**src/design/dbf_pkg.sv**
```systemverilog
/*
 * shared definitions for the luma deblocking edge filter
 * sample, threshold and motion-vector widths
 * line layout with p/q taps, tap 0 next to the edge
 * boundary-strength and per-side line-mode enums
 */
package dbf_pkg;

	// ------------------------------------------------
	// widths
	// ------------------------------------------------
	localparam int SAMPLE_W  = 8;
	localparam int LINES     = 4;                          // lines per edge segment
	localparam int TAPS      = 4;                          // samples per side per line
	localparam int WORD_W    = LINES * TAPS * SAMPLE_W;    // 128 bit packed word
	localparam int BETA_W    = 7;
	localparam int TC_W      = 5;
	localparam int MV_W      = 10;                         // one signed mv component
	localparam int MV_THRESH = 3;                          // inter pu edges filter above this

	// ------------------------------------------------
	// sample and line types
	// ------------------------------------------------
	typedef logic [SAMPLE_W-1:0] sample_t;

	// one line across the edge
	typedef struct packed {
		sample_t [TAPS-1:0] p;
		sample_t [TAPS-1:0] q;
	} line_t;

	// ------------------------------------------------
	// enums
	// ------------------------------------------------
	typedef enum logic [1:0] {
		BS_NONE  = 2'd0,
		BS_INTER = 2'd1,
		BS_INTRA = 2'd2
	} bs_e;

	// samples changed on one side of a line
	typedef enum logic [1:0] {
		LM_BYPASS   = 2'd0,
		LM_NORMAL_1 = 2'd1,
		LM_NORMAL_2 = 2'd2
	} line_mode_e;

endpackage

```
**src/design/dbf_edge_if.sv**
```systemverilog
/*
 * one edge segment between pipeline stages
 * four lines plus the side information that travels with them
 */
`timescale 1ns/1ps

interface dbf_edge_if;
	import dbf_pkg::*;

	logic              valid;
	line_t             lines [LINES];   // line 0 .. line 3
	bs_e               bs;
	logic [BETA_W-1:0] beta;
	logic [TC_W-1:0]   tc;
	logic              is_ver;          // 1 vertical edge, 0 horizontal

	modport src (output valid, lines, bs, beta, tc, is_ver);
	modport dst (input valid, lines, bs, beta, tc, is_ver);

endinterface

```
**src/design/dbf_edge_loader.sv**
```systemverilog
/*
 * stage 0 of the edge filter pipeline
 * unpacks the p/q words into lines by orientation
 * boundary strength from mode, tu/pu edge, cbf and mv difference
 * registers the segment on pipeline advance
 */
`timescale 1ns/1ps

module dbf_edge_loader (
	input  logic                          clk,
	input  logic                          rst_n,
	input  logic                          adv_i,
	input  logic                          valid_i,
	input  logic [dbf_pkg::WORD_W-1:0]    p_i,
	input  logic [dbf_pkg::WORD_W-1:0]    q_i,
	input  logic                          is_ver_i,
	input  logic                          mb_type_i,    // 1 intra
	input  logic                          tu_edge_i,
	input  logic                          pu_edge_i,
	input  logic                          cbf_p_i,
	input  logic                          cbf_q_i,
	input  logic [2*dbf_pkg::MV_W-1:0]    mv_p_i,       // y in upper half, x in lower
	input  logic [2*dbf_pkg::MV_W-1:0]    mv_q_i,
	input  logic [dbf_pkg::BETA_W-1:0]    beta_i,
	input  logic [dbf_pkg::TC_W-1:0]      tc_i,
	dbf_edge_if.src                       stg0_o
);
	import dbf_pkg::*;

	line_t              lines_w [LINES];
	bs_e                bs_w;
	logic signed [MV_W:0] mv_dx, mv_dy;     // one bit wider, no overflow
	logic [MV_W:0]      mv_ax, mv_ay;
	logic               mv_big;

	// ------------------------------------------------
	// sample unpacking
	// ------------------------------------------------
	always_comb begin
		lines_w = '{default: '0};
		for (int b = 0; b < LINES*TAPS; b++) begin
			if (is_ver_i) begin
				// one line per 32 bit group
				lines_w[LINES-1-b/TAPS].p[b%TAPS]        = p_i[b*SAMPLE_W +: SAMPLE_W];
				lines_w[LINES-1-b/TAPS].q[TAPS-1-b%TAPS] = q_i[b*SAMPLE_W +: SAMPLE_W];
			end else begin
				// one tap per 32 bit group
				lines_w[LINES-1-b%TAPS].p[b/TAPS]        = p_i[b*SAMPLE_W +: SAMPLE_W];
				lines_w[LINES-1-b%TAPS].q[TAPS-1-b/TAPS] = q_i[b*SAMPLE_W +: SAMPLE_W];
			end
		end
	end

	// ------------------------------------------------
	// boundary strength
	// ------------------------------------------------
	assign mv_dx = $signed(mv_p_i[MV_W-1:0]) - $signed(mv_q_i[MV_W-1:0]);
	assign mv_dy = $signed(mv_p_i[2*MV_W-1:MV_W]) - $signed(mv_q_i[2*MV_W-1:MV_W]);
	assign mv_ax = (mv_dx < 0) ? -mv_dx : mv_dx;
	assign mv_ay = (mv_dy < 0) ? -mv_dy : mv_dy;
	assign mv_big = (mv_ax > MV_THRESH) || (mv_ay > MV_THRESH);

	always_comb begin
		if (mb_type_i) begin
			bs_w = tu_edge_i ? BS_INTRA : BS_NONE;
		end else if ((tu_edge_i && (cbf_p_i || cbf_q_i)) || (pu_edge_i && mv_big)) begin
			bs_w = BS_INTER;
		end else begin
			bs_w = BS_NONE;
		end
	end

	// ------------------------------------------------
	// stage 0 register
	// ------------------------------------------------
	always_ff @(posedge clk or negedge rst_n) begin
		if (!rst_n) begin
			stg0_o.valid <= 1'b0;
		end else if (adv_i) begin
			stg0_o.valid <= valid_i;    // bubble when no transfer
		end
	end

	always_ff @(posedge clk) begin
		if (adv_i) begin
			stg0_o.lines  <= lines_w;
			stg0_o.bs     <= bs_w;
			stg0_o.beta   <= beta_i;
			stg0_o.tc     <= tc_i;
			stg0_o.is_ver <= is_ver_i;
		end
	end

endmodule

```
**src/design/dbf_edge_decision.sv**
```systemverilog
/*
 * edge on/off and per-side sample-count decisions
 * second differences on lines 0 and 3, shared by all four lines
 */
`timescale 1ns/1ps

module dbf_edge_decision (
	dbf_edge_if.dst stg0_i,
	output logic    edge_on_o,
	output logic    two_p_o,     // p1 may change
	output logic    two_q_o      // q1 may change
);
	import dbf_pkg::*;

	logic [9:0]        dp0, dp3, dq0, dq3;
	logic [10:0]       dp_sum, dq_sum;
	logic [11:0]       d_total;
	logic [BETA_W:0]   beta_15;     // beta * 1.5
	logic [BETA_W-1:0] side_thr;

	// |x2 - 2*x1 + x0|
	function automatic logic [9:0] sd_abs(input sample_t x2, input sample_t x1,
		input sample_t x0);
		logic signed [10:0] s;
		logic [10:0]        a;
		s = $signed({3'b0, x2}) + $signed({3'b0, x0}) - 11'sd2 * $signed({3'b0, x1});
		a = (s < 0) ? -s : s;
		return a[9:0];
	endfunction

	assign dp0 = sd_abs(stg0_i.lines[0].p[2], stg0_i.lines[0].p[1], stg0_i.lines[0].p[0]);
	assign dp3 = sd_abs(stg0_i.lines[3].p[2], stg0_i.lines[3].p[1], stg0_i.lines[3].p[0]);
	assign dq0 = sd_abs(stg0_i.lines[0].q[2], stg0_i.lines[0].q[1], stg0_i.lines[0].q[0]);
	assign dq3 = sd_abs(stg0_i.lines[3].q[2], stg0_i.lines[3].q[1], stg0_i.lines[3].q[0]);

	assign dp_sum  = dp0 + dp3;
	assign dq_sum  = dq0 + dq3;
	assign d_total = dp_sum + dq_sum;

	// ------------------------------------------------
	// decisions
	// ------------------------------------------------
	assign beta_15  = stg0_i.beta + (stg0_i.beta >> 1);
	assign side_thr = BETA_W'(beta_15 >> 3);

	assign edge_on_o = (stg0_i.bs != BS_NONE) && (d_total < stg0_i.beta);
	assign two_p_o   = dp_sum < side_thr;
	assign two_q_o   = dq_sum < side_thr;

endmodule

```
**src/design/dbf_line_filter.sv**
```systemverilog
/*
 * normal filter for one line across the edge
 * delta with natural-edge guard, tc clipping, optional p1/q1 update
 * stage 1 line register
 */
`timescale 1ns/1ps

module dbf_line_filter (
	input  logic                     clk,
	input  logic                     rst_n,
	input  logic                     adv_i,
	input  dbf_pkg::line_t           line_i,
	input  logic [dbf_pkg::TC_W-1:0] tc_i,
	input  logic                     edge_on_i,
	input  logic                     two_p_i,
	input  logic                     two_q_i,
	output dbf_pkg::line_t           line_o
);
	import dbf_pkg::*;

	logic signed [12:0] p0_s, p1_s, p2_s, q0_s, q1_s, q2_s;
	logic signed [12:0] tc_s, tc_h;
	logic signed [12:0] delta_raw, delta, delta_abs, delta_c;
	logic signed [12:0] dp_raw, dq_raw;
	logic               nat_ok;      // step small enough to be a coding artefact
	line_mode_e         mode_p, mode_q;
	line_t              line_nxt;

	function automatic logic signed [12:0] clip3(input logic signed [12:0] lo,
		input logic signed [12:0] hi, input logic signed [12:0] v);
		return (v < lo) ? lo : ((v > hi) ? hi : v);
	endfunction

	function automatic sample_t clip_pix(input logic signed [12:0] v);
		logic signed [12:0] c;
		c = clip3(13'sd0, 13'sd255, v);
		return c[SAMPLE_W-1:0];
	endfunction

	assign p0_s = $signed({5'b0, line_i.p[0]});
	assign p1_s = $signed({5'b0, line_i.p[1]});
	assign p2_s = $signed({5'b0, line_i.p[2]});
	assign q0_s = $signed({5'b0, line_i.q[0]});
	assign q1_s = $signed({5'b0, line_i.q[1]});
	assign q2_s = $signed({5'b0, line_i.q[2]});
	assign tc_s = $signed({8'b0, tc_i});
	assign tc_h = tc_s >>> 1;

	// ------------------------------------------------
	// delta and guard
	// ------------------------------------------------
	assign delta_raw = 13'sd9 * (q0_s - p0_s) - 13'sd3 * (q1_s - p1_s) + 13'sd8;
	assign delta     = delta_raw >>> 4;
	assign delta_abs = (delta < 0) ? -delta : delta;
	assign nat_ok    = delta_abs < 13'sd10 * tc_s;
	assign delta_c   = clip3(-tc_s, tc_s, delta);

	// second-tap corrections, before the tc/2 clip
	assign dp_raw = (((p2_s + p0_s + 13'sd1) >>> 1) - p1_s + delta_c) >>> 1;
	assign dq_raw = (((q2_s + q0_s + 13'sd1) >>> 1) - q1_s - delta_c) >>> 1;

	always_comb begin
		if (!edge_on_i || !nat_ok) begin
			mode_p = LM_BYPASS;
			mode_q = LM_BYPASS;
		end else begin
			mode_p = two_p_i ? LM_NORMAL_2 : LM_NORMAL_1;
			mode_q = two_q_i ? LM_NORMAL_2 : LM_NORMAL_1;
		end
	end

	always_comb begin
		line_nxt = line_i;    // taps 2 and 3 always pass
		if (mode_p != LM_BYPASS) line_nxt.p[0] = clip_pix(p0_s + delta_c);
		if (mode_q != LM_BYPASS) line_nxt.q[0] = clip_pix(q0_s - delta_c);
		if (mode_p == LM_NORMAL_2) line_nxt.p[1] = clip_pix(p1_s + clip3(-tc_h, tc_h, dp_raw));
		if (mode_q == LM_NORMAL_2) line_nxt.q[1] = clip_pix(q1_s + clip3(-tc_h, tc_h, dq_raw));
	end

	// ------------------------------------------------
	// stage 1 register
	// ------------------------------------------------
	always_ff @(posedge clk or negedge rst_n) begin
		if (!rst_n) begin
			line_o <= '0;
		end else if (adv_i) begin
			line_o <= line_nxt;
		end
	end

endmodule

```
**src/design/dbf_edge_packer.sv**
```systemverilog
/*
 * stage 2 output register
 * repacks the four lines into p/q words by orientation
 * pipeline advance from output valid and downstream ready
 */
`timescale 1ns/1ps

module dbf_edge_packer (
	input  logic                       clk,
	input  logic                       rst_n,
	dbf_edge_if.dst                    stg1_i,
	input  logic                       out_ready_i,
	output logic                       adv_o,
	output logic                       valid_o,
	output logic [dbf_pkg::WORD_W-1:0] f_p_o,
	output logic [dbf_pkg::WORD_W-1:0] f_q_o
);
	import dbf_pkg::*;

	logic [WORD_W-1:0] p_w, q_w;

	// whole pipeline moves when the output slot is free or draining
	assign adv_o = !valid_o || out_ready_i;

	// ------------------------------------------------
	// repacking, inverse of the loader mapping
	// ------------------------------------------------
	always_comb begin
		p_w = '0;
		q_w = '0;
		for (int b = 0; b < LINES*TAPS; b++) begin
			if (stg1_i.is_ver) begin
				p_w[b*SAMPLE_W +: SAMPLE_W] = stg1_i.lines[LINES-1-b/TAPS].p[b%TAPS];
				q_w[b*SAMPLE_W +: SAMPLE_W] = stg1_i.lines[LINES-1-b/TAPS].q[TAPS-1-b%TAPS];
			end else begin
				p_w[b*SAMPLE_W +: SAMPLE_W] = stg1_i.lines[LINES-1-b%TAPS].p[b/TAPS];
				q_w[b*SAMPLE_W +: SAMPLE_W] = stg1_i.lines[LINES-1-b%TAPS].q[TAPS-1-b/TAPS];
			end
		end
	end

	// ------------------------------------------------
	// output register
	// ------------------------------------------------
	always_ff @(posedge clk or negedge rst_n) begin
		if (!rst_n) begin
			valid_o <= 1'b0;
		end else if (adv_o) begin
			valid_o <= stg1_i.valid;
		end
	end

	// data holds while the consumer stalls
	always_ff @(posedge clk) begin
		if (adv_o) begin
			f_p_o <= p_w;
			f_q_o <= q_w;
		end
	end

endmodule

```
**src/design/dbf_top.sv**
```systemverilog
/*
 * luma deblocking edge filter top level
 * loader, edge decision, four line filters, packer
 * stage 1 side-field register for the lines in flight
 */
`timescale 1ns/1ps

module dbf_top (
	input  logic                         clk,
	input  logic                         rst_n,
	input  logic                         valid_i,
	output logic                         ready_o,
	input  logic [dbf_pkg::WORD_W-1:0]   p_i,
	input  logic [dbf_pkg::WORD_W-1:0]   q_i,
	input  logic                         is_ver_i,
	input  logic                         mb_type_i,
	input  logic                         tu_edge_i,
	input  logic                         pu_edge_i,
	input  logic                         cbf_p_i,
	input  logic                         cbf_q_i,
	input  logic [2*dbf_pkg::MV_W-1:0]   mv_p_i,
	input  logic [2*dbf_pkg::MV_W-1:0]   mv_q_i,
	input  logic [dbf_pkg::BETA_W-1:0]   beta_i,
	input  logic [dbf_pkg::TC_W-1:0]     tc_i,
	input  logic                         out_ready_i,
	output logic                         valid_o,
	output logic [dbf_pkg::WORD_W-1:0]   f_p_o,
	output logic [dbf_pkg::WORD_W-1:0]   f_q_o
);
	import dbf_pkg::*;

	logic adv;
	logic edge_on, two_p, two_q;

	dbf_edge_if stg0 ();
	dbf_edge_if stg1 ();

	assign ready_o = adv;

	dbf_edge_loader u_loader (
		.clk      (clk),       .rst_n     (rst_n),     .adv_i     (adv),
		.valid_i  (valid_i),   .p_i       (p_i),       .q_i       (q_i),
		.is_ver_i (is_ver_i),  .mb_type_i (mb_type_i), .tu_edge_i (tu_edge_i),
		.pu_edge_i(pu_edge_i), .cbf_p_i   (cbf_p_i),   .cbf_q_i   (cbf_q_i),
		.mv_p_i   (mv_p_i),    .mv_q_i    (mv_q_i),    .beta_i    (beta_i),
		.tc_i     (tc_i),      .stg0_o    (stg0)
	);

	dbf_edge_decision u_decision (
		.stg0_i   (stg0),
		.edge_on_o(edge_on),
		.two_p_o  (two_p),
		.two_q_o  (two_q)
	);

	// ------------------------------------------------
	// stage 1, one filter per line
	// ------------------------------------------------
	for (genvar g = 0; g < LINES; g++) begin : g_line
		dbf_line_filter u_filter (
			.clk      (clk),       .rst_n    (rst_n),    .adv_i    (adv),
			.line_i   (stg0.lines[g]),
			.tc_i     (stg0.tc),
			.edge_on_i(edge_on),   .two_p_i  (two_p),    .two_q_i  (two_q),
			.line_o   (stg1.lines[g])
		);

		if (g == 0) begin : g_side
			always_ff @(posedge clk or negedge rst_n) begin
				if (!rst_n) begin
					stg1.valid <= 1'b0;
				end else if (adv) begin
					stg1.valid <= stg0.valid;
				end
			end

			always_ff @(posedge clk) begin
				if (adv) begin
					stg1.bs     <= stg0.bs;
					stg1.beta   <= stg0.beta;
					stg1.tc     <= stg0.tc;
					stg1.is_ver <= stg0.is_ver;   // packer needs the orientation
				end
			end
		end
	end

	dbf_edge_packer u_packer (
		.clk        (clk),
		.rst_n      (rst_n),
		.stg1_i     (stg1),
		.out_ready_i(out_ready_i),
		.adv_o      (adv),
		.valid_o    (valid_o),
		.f_p_o      (f_p_o),
		.f_q_o      (f_q_o)
	);

endmodule

```
**config.mk**
```make
export PLATFORM = sky130hd
export DESIGN_NAME = dbf_top
export DESIGN_NICKNAME = d
export VERILOG_FILES = /design/src/design/dbf_pkg.sv /design/src/design/dbf_edge_if.sv /design/src/design/dbf_edge_loader.sv /design/src/design/dbf_edge_decision.sv /design/src/design/dbf_line_filter.sv /design/src/design/dbf_edge_packer.sv /design/src/design/dbf_top.sv
export SDC_FILE = /design/constraint.sdc
export NUM_CORES = 2
export LEC_CHECK = 0
export ABC_AREA = 1
export ABC_CLOCK_PERIOD_IN_PS = 43400
export BUFFER_PORTS_ARGS = -buffer_cell sky130_fd_sc_hd__buf_4
export CORE_UTILIZATION = 30
export CTS_CLUSTER_SIZE = 10
export DETAILED_ROUTE_END_ITERATION = 8
export PLACE_DENSITY = 0.45
export SLEW_MARGIN = 20
export SYNTH_ARGS = -nofsm -noshare
export SYNTH_HDL_FRONTEND = slang
export SYNTH_SLANG_ARGS = --single-unit
```
**constraint.sdc**
```tcl
create_clock -name clk -period 43.4 [get_ports clk]
set_clock_uncertainty 0.1 [all_clocks]
set_input_delay 4.34 -clock clk [delete_from_list [all_inputs] [get_ports clk]]
set_output_delay 4.34 -clock clk [all_outputs]
set_load 0.005 [all_outputs]
```
==> results.json <==
{
  "arrival_ns": 16.09,
  "finalCritPeriodShare_pct": 35.64,
  "clkSinkCount": 787,
  "gp_congestion": 0.9345,
  "num_rows": 176,
  "crit_cells": 78,
  "maxCapViolations": 0,
  "drc": 0,
  "setup_viol": 0,
  "crit_slowest_cell": "xor2_1",
  "cpMostUsedCell": "nand2_1",
  "critPathMaxFanout": 10,
  "synth-edff-count": 528,
  "clkTransAtPathRegs_ns": 0.06,
  "most-common-layout-cells": "nand2_1 (1590), inv_1 (1397), a21oi_1 (909)",
  "synth_cell_type_count": 76,
  "cts-root-buf": "clkbuf_16",
  "endpoint": "g_line[3].u_filter.line_o[14]",
  "fillers": 24203,
  "r2r-start": "u_loader.stg0_o.lines[0]",
  "fmaxAchievable_mhz": 64.65,
  "grt_pass1_wl_um": 404700,
  "dr.pass1.iters": 7,
  "pin_count": 576,
  "r2r_end": "g_line[3].u_filter.line_o[14]",
  "grtUsageTotal_pct": 23.51,
  "vias": 60790,
  "port_buffers": 575,
  "cts_resized": 0,
  "h-tree-depth": 3,
  "critPathBufInv": 9,
  "hold_buffers": 0,
  "core-area_mm2": 0.2308,
  "clock_path_buffers": 3,
  "grt_overflow": 0,
  "insertion_delay_ns": 0.80,
  "hp-class": "reg -> reg",
  "synth_area_mm2": 0.06993,
  "post_cts_buffers": 0,
  "endpoint_kind": "flip-flop",
  "syn_area_per_cell_um2": 8.139,
  "relSlewSlack_pct": 24.65,
  "routed_wl_um": 281300,
  "worstMarginPinSlew_ns": 1.129,
  "ant_nets": 0,
  "yosysWarnings": 0,
  "hpwl_um": 226200,
  "final_common_cell": "nand2_1",
  "drv_slew": 0,
  "finalSetupTns_ns": 0,
  "ys.flop_type": "edfxtp_1",
  "die_w_um": 484.8,
  "netlist_instances": 8592,
  "wl_per_cell_um": 22.85,
  "r2r_slack_ns": 27.93,
  "drt_iter0_drc": 4555,
  "cts_tree": "done",
  "fin_crit_ns": 15.47,
  "cpPeakStageDelay_ns": 0.61,
  "worstPathRequired_ns": 44.02,
  "drive_above_1_share_pct": 11.73,
  "cts_buffers": 100,
  "die-height_um": 484.8,
  "antenna_found_initial": 21,
  "synth_seq_cells": 787,
  "min_path_cells": 0,
  "status": "finished, final reports clean",
  "worst_setup_path_start_kind": "flip-flop",
  "synthArstFlopShare_pct": 32.91,
  "grt_pass1_vias": 59428,
  "crit_start": "u_loader.stg0_o.lines[0]",
  "syn2layout_area_growth_pct": 16.22,
  "critPathKind": "reg -> reg",
  "fin_nets": 10586,
  "die_area_mm2": 0.2350,
  "reg2regPathDepth": 78,
  "start_util_pct": 30.30,
  "vias_per_cell": 4.939,
  "hold_viol_final": 0,
  "grt_setup_unrepaired": "no",
  "ys_seq_area_share_pct": 31.94,
  "grt_max_degree": 176,
  "syn_nets": 9996,
  "cp_top_family": "adder cells"
}
==> worst min-delay path by stage <==
stage	start	to	slack (ns)
finish	g_line[1].u_filter.line_o[55]	u_packer.f_p_o[87]	0.31
global route	g_line[1].u_filter.line_o[55]	u_packer.f_p_o[87]	0.32
CTS	g_line[1].u_filter.line_o[55]	u_packer.f_p_o[87]	0.31
detailed placement	u_loader.stg0_o.is_ver	stg1.is_ver	0.31
global placement	u_loader.stg0_o.is_ver	stg1.is_ver	0.32
floorplan	u_loader.stg0_o.is_ver	stg1.is_ver	0.30
==> cells by family (layout without fill, tap and decap cells) <==
family / count (synthesis) / count (layout) / share of synthesized area, %
fa+ha+maj: 1090 / 1090 / 21.44
xor+xnor: 445 / 445 / 5.617
buf+inv: 1610 / 2288 / 8.780
compound gates: 1796 / 1796 / 14.23
flops: 787 / 787 / 31.94
simple gates: 2864 / 2864 / 17.99
other cells: 0 / 13 / 0
==> final cells by class <==
cell class / count / area [µm²] / share of cell area (%)
multi-input combinational: 6195 / 41520 / 51.09
sequential: 787 / 22340 / 27.48
inverter: 1445 / 5434 / 6.686
timing repair buffer: 653 / 4954 / 6.095
tap: 3026 / 3786 / 4.659
clock buffer: 165 / 2878 / 3.541
clock inverter: 25 / 330.3 / 0.4064
antenna: 13 / 32.53 / 0.04003
==> cells in the mapped netlist (all sizes together) (9+ instances only) <==
library cell  number  area share (%)
a21o              38            0.41
ha               904              16
o221ai            12            0.15
clkbuf           131            0.70
o21bai            97             1.0
and2              13            0.12
edfxtp           528              23
nand2           1694             9.7
inv             1438             7.7
o21a              18            0.19
o22ai             13            0.12
nor2             603             3.4
nand3b            30            0.35
nand4            110             1.0
fa               182             5.2
or2               23            0.21
a21oi            930             6.8
o2111ai            9            0.11
nand3            316             2.6
dfrtp            259             9.3
o211ai            38            0.42
o31ai             19            0.21
xnor2            102             1.3
buf               27            0.22
a31oi             21            0.20
xor2             343             4.3
nor3              49            0.38
nor4              17            0.16
o21ai            573             4.2
==> through the flow <==
| step | worst slack (ns) | cell area (µm²) | hold slack (ns) | util (%) | cells |
|---|---|---|---|---|---|
| finish | 27.93 | 81270 | 0.3127 | 35.22 | 12309 |
| detailed placement | 28.10 | 78020 | 0.3063 | 33.81 | 12106 |
| floorplan | 19.81 | 69930 | 0.3003 | - | 8592 |
| global route | 26.46 | 81240 | 0.3248 | 35.20 | 12298 |
| CTS | 28.05 | 81230 | 0.3106 | 35.20 | 12296 |
| global placement | 28.11 | 78000 | 0.3202 | 33.80 | 12105 |
==> worst register-to-register path: cells and delay by family (launching register included) <==
family | cells | cell delay [ns]
compound gates | 18 | 3.24
fa+ha+maj | 12 | 4.52
simple gates | 36 | 4.17
flops | 1 | 0.50
buf+inv | 9 | 1.67
xor+xnor | 3 | 1.21
==> registers in the layout (all words and copies together) (netlist names) <==
register                flops
u_loader.stg0_o.beta        7
u_loader.stg0_o.lines     256
u_loader.stg0_o.bs          2
u_loader.stg0_o.is_ver      1
g_line.u_filter.line_o    256
u_packer.valid_o            1
u_loader.stg0_o.tc          5
stg1.valid                  1
u_packer.f_q_o            128
stg1.is_ver                 1
u_packer.f_p_o            128
u_loader.stg0_o.valid       1
==> per-layer routing <==
layer,GRT usage [%],routed length [µm],vias to the layer above
met1,30.29,122900,29185
met5,0,34,-
met2,40.00,133700,1579
li1,-,-,29670
met4,8.705,11620,6
met3,2.961,13000,350
Power is not shown: default switching activity piles up to over one toggle a cycle in this logic, so the estimate is an artifact.
